===== src/rtl/mem_bus_pkg.sv =====
package mem_bus_pkg;

   // ----------------------------------------
   // Wishbone classic bus widths
   // ----------------------------------------

   // Data path is one 32-bit word per bus cycle
   localparam int wb_data_width = 32;

   // Byte address, so bits 1:0 select a byte inside the word
   localparam int wb_addr_width = 32;

   // One select bit per byte lane
   localparam int wb_sel_width = wb_data_width / 8;

   // ----------------------------------------
   // Address map
   // ----------------------------------------

   // Set means the register block, clear means the external RAM
   localparam int reg_space_bit = 20;

   // Register offsets are word offsets, taken from address bits 3:2
   localparam logic [1:0] reg_timing_offset = 2'd0;
   localparam logic [1:0] reg_count_offset = 2'd1;

endpackage


===== src/rtl/sram_pkg.sv =====
package sram_pkg;

   // ----------------------------------------
   // Static RAM pins
   // ----------------------------------------

   // The RAM is half a bus word wide, so every word takes two RAM cycles
   localparam int sram_data_width = 16;

   // ----------------------------------------
   // Half-word cycle timing
   // ----------------------------------------

   // Width of the cycle count field
   localparam int half_cycles_width = 4;

   // Fewer than three cycles leaves no room for both setup and hold
   // around the write strobe
   localparam logic [half_cycles_width-1:0] half_cycles_min = 4'd3;

   // Largest count that fits in the field
   localparam logic [half_cycles_width-1:0] half_cycles_max = 4'd15;

   // Safe default for a 10ns part with a fast system clock
   localparam logic [half_cycles_width-1:0] half_cycles_reset = 4'd4;

   // Timing settings handed from the register block to the controller
   typedef struct packed {
      logic [half_cycles_width-1:0] half_cycles;
   } sram_timing_t;

endpackage


===== src/rtl/wb_if.sv =====
interface wb_if;

   import mem_bus_pkg::*;

   // Cycle framing and direction
   logic cyc;
   logic stb;
   logic we;

   // Request payload, held steady by the master until ack
   logic [wb_addr_width-1:0] adr;
   logic [wb_data_width-1:0] dat_w;
   logic [wb_sel_width-1:0] sel;

   // Response, valid only in the single ack cycle
   logic [wb_data_width-1:0] dat_r;
   logic ack;

   // Master side drives the request and samples the response
   modport master (
      output cyc, stb, we, adr, dat_w, sel,
      input dat_r, ack
   );

   // Slave side samples the request and drives the response
   modport slave (
      input cyc, stb, we, adr, dat_w, sel,
      output dat_r, ack
   );

endinterface


===== src/rtl/wb_decoder.sv =====
module wb_decoder (
   wb_if.slave host,
   wb_if.master mem_bus,
   wb_if.master reg_bus
);

   import mem_bus_pkg::*;

   // High when the current cycle targets the register block
   logic reg_sel;

   // ----------------------------------------
   // Address decode
   // ----------------------------------------

   // The master holds adr until ack, so the select is stable for the
   // whole cycle and the response mux below cannot switch mid-access
   assign reg_sel = host.adr[reg_space_bit];

   // ----------------------------------------
   // Request fan-out
   // ----------------------------------------

   // Only the addressed slave sees cyc and stb
   assign mem_bus.cyc = host.cyc && !reg_sel;
   assign mem_bus.stb = host.stb && !reg_sel;
   assign reg_bus.cyc = host.cyc && reg_sel;
   assign reg_bus.stb = host.stb && reg_sel;

   // Payload goes to both slaves unchanged
   assign mem_bus.we = host.we;
   assign mem_bus.adr = host.adr;
   assign mem_bus.dat_w = host.dat_w;
   assign mem_bus.sel = host.sel;

   assign reg_bus.we = host.we;
   assign reg_bus.adr = host.adr;
   assign reg_bus.dat_w = host.dat_w;
   assign reg_bus.sel = host.sel;

   // ----------------------------------------
   // Response return
   // ----------------------------------------

   // The other slave never acks since it never saw stb, but muxing keeps
   // its read data off the host bus
   assign host.dat_r = reg_sel ? reg_bus.dat_r : mem_bus.dat_r;
   assign host.ack = reg_sel ? reg_bus.ack : mem_bus.ack;

endmodule


===== src/rtl/mem_timing_regs.sv =====
module mem_timing_regs (
   input logic clock,
   input logic reset_b,
   wb_if.slave bus,
   input logic access_done,
   output sram_pkg::sram_timing_t timing
);

   import mem_bus_pkg::*;
   import sram_pkg::*;

   // Registered ack, high for one cycle per bus cycle
   logic ack_q;

   // New request seen this cycle, not yet acknowledged
   logic req;

   // Offset decode of the addressed register
   logic is_timing;
   logic is_count;

   // Write data after clamping into the legal range
   logic [half_cycles_width-1:0] half_cycles_wr;

   // Completed memory access count and read data register
   logic [wb_data_width-1:0] count_q;
   logic [wb_data_width-1:0] dat_r_q;

   // ----------------------------------------
   // Request decode
   // ----------------------------------------

   // Masking with ack_q stops a held stb from being taken twice
   assign req = bus.cyc && bus.stb && !ack_q;

   assign is_timing = (bus.adr[3:2] == reg_timing_offset);
   assign is_count = (bus.adr[3:2] == reg_count_offset);

   // Compare against the whole written word so large values clamp to max
   always_comb begin
      if (bus.dat_w < wb_data_width'(half_cycles_min))
         half_cycles_wr = half_cycles_min;
      else if (bus.dat_w > wb_data_width'(half_cycles_max))
         half_cycles_wr = half_cycles_max;
      else
         half_cycles_wr = bus.dat_w[half_cycles_width-1:0];
   end

   // ----------------------------------------
   // Control registers
   // ----------------------------------------

   always_ff @(posedge clock) begin
      if (!reset_b) begin
         ack_q <= 1'b0;
         timing.half_cycles <= half_cycles_reset;
         count_q <= '0;
      end else begin
         ack_q <= req;
         if (req && bus.we && is_timing)
            timing.half_cycles <= half_cycles_wr;
         // A counter write clears it, even if an access finishes together
         if (req && bus.we && is_count)
            count_q <= '0;
         else if (access_done)
            count_q <= count_q + 1'b1;
      end
   end

   // Read data is sampled with the request and shown in the ack cycle
   always_ff @(posedge clock) begin
      if (req) begin
         if (is_timing)
            dat_r_q <= {{(wb_data_width-half_cycles_width){1'b0}}, timing.half_cycles};
         else if (is_count)
            dat_r_q <= count_q;
         else
            dat_r_q <= '0;
      end
   end

   assign bus.ack = ack_q;
   assign bus.dat_r = dat_r_q;

endmodule


===== src/rtl/sram_controller.sv =====
module sram_controller #(
   parameter int sram_addr_width = 18
) (
   input logic clock,
   input logic reset_b,
   input sram_pkg::sram_timing_t timing,
   wb_if.slave bus,
   output logic access_done,
   output logic [sram_addr_width-1:0] ram_addr,
   output logic ram_cs_b,
   output logic ram_oe_b,
   output logic ram_we_b,
   output logic ram_ub_b,
   output logic ram_lb_b,
   output logic [sram_pkg::sram_data_width-1:0] ram_data_out,
   output logic ram_data_oe,
   input logic [sram_pkg::sram_data_width-1:0] ram_data_in
);

   import mem_bus_pkg::*;
   import sram_pkg::*;

   typedef enum logic [1:0] {
      st_idle,
      st_low,
      st_high,
      st_ack
   } state_t;

   state_t state;
   state_t state_n;

   // Cycle within the current half, 0 up to H-1
   logic [half_cycles_width-1:0] cnt;
   logic [half_cycles_width-1:0] cnt_n;

   // H as it stood at the start of the access, and its final count
   logic [half_cycles_width-1:0] h_q;
   logic [half_cycles_width-1:0] last_cnt;

   // Latched request, so the bus may not be looked at after the start
   logic [wb_addr_width-1:0] adr_q;
   logic [wb_data_width-1:0] dat_w_q;
   logic [wb_sel_width-1:0] sel_q;
   logic we_q;

   // Request as seen by the next-cycle pin logic
   logic start;
   logic [wb_addr_width-1:0] adr_src;
   logic [wb_sel_width-1:0] sel_src;
   logic we_src;
   logic active_n;

   // Captured read half-words
   logic [sram_data_width-1:0] rd_lo;
   logic [sram_data_width-1:0] rd_hi;

   assign start = (state == st_idle) && bus.cyc && bus.stb;
   assign last_cnt = h_q - 1'b1;

   // ----------------------------------------
   // Next state
   // ----------------------------------------

   always_comb begin
      state_n = state;
      cnt_n = cnt;
      case (state)
         st_idle: begin
            if (start) begin
               state_n = st_low;
               cnt_n = '0;
            end
         end
         st_low: begin
            if (cnt == last_cnt) begin
               state_n = st_high;
               cnt_n = '0;
            end else begin
               cnt_n = cnt + 1'b1;
            end
         end
         st_high: begin
            if (cnt == last_cnt)
               state_n = st_ack;
            else
               cnt_n = cnt + 1'b1;
         end
         default: state_n = st_idle;
      endcase
   end

   // The pins for the first low-half cycle are set on the edge where the
   // request is latched, so take the request straight from the bus there
   assign adr_src = (state == st_idle) ? bus.adr : adr_q;
   assign sel_src = (state == st_idle) ? bus.sel : sel_q;
   assign we_src = (state == st_idle) ? bus.we : we_q;
   assign active_n = (state_n == st_low) || (state_n == st_high);

   // ----------------------------------------
   // Control state and RAM strobes
   // ----------------------------------------

   // Every strobe comes from a flop so none can glitch
   always_ff @(posedge clock) begin
      if (!reset_b) begin
         state <= st_idle;
         cnt <= '0;
         ram_cs_b <= 1'b1;
         ram_oe_b <= 1'b1;
         ram_we_b <= 1'b1;
         ram_ub_b <= 1'b1;
         ram_lb_b <= 1'b1;
         ram_data_oe <= 1'b0;
      end else begin
         state <= state_n;
         cnt <= cnt_n;
         ram_cs_b <= !active_n;
         ram_oe_b <= !(active_n && !we_src);
         ram_data_oe <= active_n && we_src;
         // Low from the second to the second-last cycle of each half,
         // which leaves one cycle of setup and one of hold
         ram_we_b <= !(active_n && we_src && (cnt_n != '0) && (cnt_n < last_cnt));
         // Low half uses byte lanes 1:0, high half lanes 3:2
         if (state_n == st_low) begin
            ram_ub_b <= !sel_src[1];
            ram_lb_b <= !sel_src[0];
         end else if (state_n == st_high) begin
            ram_ub_b <= !sel_src[3];
            ram_lb_b <= !sel_src[2];
         end else begin
            ram_ub_b <= 1'b1;
            ram_lb_b <= 1'b1;
         end
      end
   end

   // ----------------------------------------
   // Request latch, address and read capture
   // ----------------------------------------

   always_ff @(posedge clock) begin
      // A timing register write during the access changes nothing here
      if (start) begin
         adr_q <= bus.adr;
         dat_w_q <= bus.dat_w;
         sel_q <= bus.sel;
         we_q <= bus.we;
         h_q <= timing.half_cycles;
      end
      // Word address with the half-word select as the lowest bit
      ram_addr <= {adr_src[sram_addr_width:2], state_n == st_high};
      // Sample at the end of each half, after the full access time
      if (state == st_low && cnt == last_cnt && !we_q)
         rd_lo <= ram_data_in;
      if (state == st_high && cnt == last_cnt && !we_q)
         rd_hi <= ram_data_in;
   end

   assign ram_data_out = (state == st_high) ? dat_w_q[wb_data_width-1 -: sram_data_width]
                                            : dat_w_q[sram_data_width-1:0];

   // Ack and the counter pulse share the single ack state
   assign bus.ack = (state == st_ack);
   assign bus.dat_r = {rd_hi, rd_lo};
   assign access_done = (state == st_ack);

endmodule


===== src/rtl/mem_subsystem_top.sv =====
module mem_subsystem_top #(
   parameter int sram_addr_width = 18
) (
   input logic clock,
   input logic reset_b,
   input logic wb_cyc,
   input logic wb_stb,
   input logic wb_we,
   input logic [mem_bus_pkg::wb_addr_width-1:0] wb_adr,
   input logic [mem_bus_pkg::wb_data_width-1:0] wb_dat_w,
   input logic [mem_bus_pkg::wb_sel_width-1:0] wb_sel,
   output logic [mem_bus_pkg::wb_data_width-1:0] wb_dat_r,
   output logic wb_ack,
   output logic [sram_addr_width-1:0] ram_addr,
   output logic ram_cs_b,
   output logic ram_oe_b,
   output logic ram_we_b,
   output logic ram_ub_b,
   output logic ram_lb_b,
   output logic [sram_pkg::sram_data_width-1:0] ram_data_out,
   output logic ram_data_oe,
   input logic [sram_pkg::sram_data_width-1:0] ram_data_in
);

   // Host side bus and the two decoded slave buses
   wb_if host_bus ();
   wb_if mem_bus ();
   wb_if reg_bus ();

   // Timing settings and completion pulse between registers and controller
   sram_pkg::sram_timing_t timing;
   logic access_done;

   // ----------------------------------------
   // Plain ports onto the host bus
   // ----------------------------------------

   assign host_bus.cyc = wb_cyc;
   assign host_bus.stb = wb_stb;
   assign host_bus.we = wb_we;
   assign host_bus.adr = wb_adr;
   assign host_bus.dat_w = wb_dat_w;
   assign host_bus.sel = wb_sel;
   assign wb_dat_r = host_bus.dat_r;
   assign wb_ack = host_bus.ack;

   // ----------------------------------------
   // Decoder, registers and RAM controller
   // ----------------------------------------

   wb_decoder u_wb_decoder (
      .host (host_bus),
      .mem_bus (mem_bus),
      .reg_bus (reg_bus)
   );

   mem_timing_regs u_mem_timing_regs (
      .clock (clock),
      .reset_b (reset_b),
      .bus (reg_bus),
      .access_done (access_done),
      .timing (timing)
   );

   sram_controller #(
      .sram_addr_width (sram_addr_width)
   ) u_sram_controller (
      .clock (clock),
      .reset_b (reset_b),
      .timing (timing),
      .bus (mem_bus),
      .access_done (access_done),
      .ram_addr (ram_addr),
      .ram_cs_b (ram_cs_b),
      .ram_oe_b (ram_oe_b),
      .ram_we_b (ram_we_b),
      .ram_ub_b (ram_ub_b),
      .ram_lb_b (ram_lb_b),
      .ram_data_out (ram_data_out),
      .ram_data_oe (ram_data_oe),
      .ram_data_in (ram_data_in)
   );

endmodule


===== config.mk =====
export PLATFORM = sky130hd
export DESIGN_NAME = mem_subsystem_top
export DESIGN_NICKNAME = d
export VERILOG_FILES = /design/src/rtl/mem_bus_pkg.sv /design/src/rtl/sram_pkg.sv /design/src/rtl/wb_if.sv /design/src/rtl/wb_decoder.sv /design/src/rtl/mem_timing_regs.sv /design/src/rtl/sram_controller.sv /design/src/rtl/mem_subsystem_top.sv
export SDC_FILE = /design/constraint.sdc
export NUM_CORES = 1
export LEC_CHECK = 0
export BUFFER_PORTS_ARGS = -buffer_cell sky130_fd_sc_hd__buf_4
export CORE_MARGIN = 2
export CORE_UTILIZATION = 35
export CTS_CLUSTER_DIAMETER = 60
export DETAILED_ROUTE_END_ITERATION = 7
export PLACE_DENSITY_LB_ADDON = 0.12
export SLEW_MARGIN = 10
export SYNTH_ARGS = -nofsm -noshare
export SYNTH_HDL_FRONTEND = slang
export SYNTH_SLANG_ARGS = --single-unit

===== constraint.sdc =====
create_clock -name clock -period 14.6 [get_ports clock]
set_input_delay 2.92 -clock clock [delete_from_list [all_inputs] [get_ports clock]]
set_output_delay 2.92 -clock clock [all_outputs]
set_load 0.05 [all_outputs]

==> reports/qor.csv <==
stage,metric,value,unit
status,status,"finished, final reports clean",
die,DIE WIDTH,152,um
clocking,H-tree lvl count,4,
die,die height,152,um
drt,drt wl/cell,15.6,um
die,die area,23100,sq um
die,Core Footprint,21600,sq um
global_route,vias in the first global route,5051,
drt,First-pass DRT Iterations,4,
synthesis,cell area after synthesis,7650,sq um
power_and_ir_drop,Leak Pwr,3.75,nW
clocking,root buf cell,clkbuf_16,
synthesis,Post-Syn Instances,597,
critical_path,cell mode on critical path,buf_4,
synthesis,number of flops mapped to enable cells by yosys,122,
placed_design,HPWL after DPL,11500,um
timing,"Slew Viols, Final",0,
critical_path,CP Launch Type,input pin,
critical_path,critical path class,in -> out,
timing,setup_tns,0,ps
timing,RSZ-0062 raised after global routing,false,
die,num rows,54,
timing,worst setup margin,7800,ps
layout,most frequent cells in the layout,"153 x buf_4, 122 x edfxtp_1, 77 x nand2_1",
clocking,post-cts sizing count,0,
drt,overall routed net length,16200,um
placed_design,"worst slack, placed",7800,ps
synthesis,syn_nets,695,
timing,final setup fails,0,
drt,final antenna-violating net count,0,
clocking,clk sinks,189,
critical_path,"Max stage delay cell, worst path",mux2_2,
placed_design,area post-placement,9070,sq um
global_route,initial antenna violation count,0,
drt,Vias/cell,4.69,
timing,slew margin rel.,28.1,%
run,Max Cap Viol,0,
placed_design,RePlAce Congestion,0.767,
layout,fillers,2036,
global_route,GR Util met3,4.48,%
drt,vias,4874,
clocking,Worst-path clk slew,80,ps
synthesis,Syn Area/Cell,12.8,sq um
layout,"commonest non-fill, non-tap cell in the layout",buf_4,
synthesis,share of flip-flops with an asynchronous set or reset,0,%
timing,crit path time final,6800,ps
global_route,met1 Usage GRT,20.0,%
worst_hold_path,HP Class,reg -> reg,
clocking,clock latency on the worst-skew pair,440,ps
synthesis,prevailing post-synth register cell,edfxtp_1,
critical_path,"Max FO, Critical Path",36,
timing,Peak Freq,147,MHz
timing,hold slack,463,ps
clocking,CTS Buffer Depth,2,
layout,fraction of layout cells with a size suffix above 1,33.7,%
timing,clock skew,16.1,ps
placed_design,I/O Buffers,147,
global_route,grt total ovfl,0,
power_and_ir_drop,PD cells,120,nW/um^2
global_route,grt peak-use layer,met2,
layout,design area,9700,sq um
global_route,global-route wire length before repair,26400,um
die,starting density of the core,35.4,%
critical_path,CP Capture Type,output pin,
critical_path,CP required,11680,ps
global_route,M2 GR Usage,21.3,%
clocking,# Post-CTS Setup Buffers,0,
clocking,CTS Buf Count,17,
timing,"Hold Violations, Final",0,
synthesis,synth warn,0,
critical_path,CP Cell Sequence,buf_4 > mux2_2 > buf_4,
timing,worst-margin pin slew,1080,ps
synthesis,register area share after synthesis,65.4,%
drt,DRT iter0 DRCs,233,
global_route,largest net degree at the start of global routing,59,
synthesis,synthesized flop and latch total,189,
clocking,CTS tree,yes,
die,io pins,162,
critical_path,Worst Path Arrival,3880,ps
global_route,gr usage total,14.3,%
clocking,hold_buf cts,0,
layout,area grow syn2layout,26.8,%
synthesis,Synth cell types,49,
layout,Layout Nets,845,
power_and_ir_drop,worst vdd ir,77.1,uV
drt,DRC,0,
critical_path,slowest cell delay on critical path,400,ps
timing,fin crit share,46.6,%
layout,Antenna Cells,0,
-- worst max-delay path, delay by kind of cell --
kind                   cells  cell delay (ps)
buffers and inverters      2              550
multiplexers               1              400
-- worst paths after layout --
| kind | start | end | slack, ps | depth (start not counted) |
|---|---|---|---|---|
| max | wb_adr[20] | wb_dat_r[4] | 7800 | 3 |
| min | u_mem_timing_regs.timing[2] | u_sram_controller.h_q[2] | 460 | 0 |
| max reg2reg | u_sram_controller.state[1] | u_sram_controller.ram_we_b | 11700 | 8 |
| min reg2reg | u_mem_timing_regs.timing[2] | u_sram_controller.h_q[2] | 460 | 0 |
-- cell usage after synthesis, types with 7 or more instances --
library cell | number | area, sq um
nor2_1 | 46 | 173
and2_1 | 33 | 206
mux2_2 | 51 | 574
nand4_1 | 9 | 56.3
nor3_1 | 12 | 60.1
nand2_1 | 77 | 289
o21ai_0 | 14 | 70.1
xnor2_1 | 16 | 140
nand3_1 | 11 | 55.1
dfxtp_1 | 67 | 1340
clkbuf_1 | 11 | 41.3
mux2i_1 | 8 | 80.1
a21oi_1 | 9 | 45.0
ha_1 | 9 | 113
nor4_1 | 7 | 43.8
inv_1 | 18 | 67.6
xor2_1 | 15 | 131
edfxtp_1 | 122 | 3660
-- report_power, final --
part / internal [mW] / total [mW] / leakage, nW / switching (mW)
combinational: 0.0374 / 0.0992 / 1.78 / 0.0618
sequential: 0.580 / 0.585 / 1.67 / 0.00481
clock: 0.249 / 0.478 / 0.300 / 0.229
-- layout make-up --
class                   instances  area (sq um)  share of cell area [%]
multi-input cells             367          2500                    25.8
clock inverters                15           199                    2.05
well taps                     280           350                    3.61
inverters                      19          71.3                   0.735
repair buffers                153          1150                    11.8
flip-flops and latches        189          5000                    51.6
clock buffers                  17           425                    4.39
-- metrics by stage --
stage,utilization [%],std cells,total power [mW]
floorplan,-,597,0.656
global placement,42.0,1008,0.696
detailed placement,42.0,1008,0.697
CTS,44.8,1040,1.17
global route,44.8,1040,1.20
finish,44.8,1040,1.16
-- cell families (layout without fill, tap and decap cells) --
logic type | Yosys count | after routing | share of synthesized area [%]
AO/OA/AOI/OAI | 37 | 37 | 3.14
adder cells (fa/ha/maj) | 9 | 9 | 1.47
buffers and inverters | 41 | 204 | 2.18
AND/OR/NAND/NOR | 229 | 229 | 15.2
XOR/XNOR | 33 | 33 | 4.06
multiplexers | 59 | 59 | 8.56
flip-flops | 189 | 189 | 65.4
-- layer usage --
metal / part of all wire, % / up-vias
li1: - / 2414
met1: 49 / 2301
met2: 44 / 147
met3: 6.4 / 12
met4: 0.86 / 0
met5: 0 / -
-- registers in the layout, summed over array words and instances, names as in the netlist, 4 cells and up --
signal	count
u_sram_controller.rd_lo	16
u_sram_controller.dat_w_q	32
u_mem_timing_regs.bus.dat_r	32
u_sram_controller.ram_addr	18
u_mem_timing_regs.count_q	32
u_sram_controller.sel_q	4
u_sram_controller.adr_q	17
u_sram_controller.h_q	4
u_sram_controller.rd_hi	16
u_mem_timing_regs.timing	4
u_sram_controller.cnt	4
No activity file was read; power rests on OpenSTA's default activity.
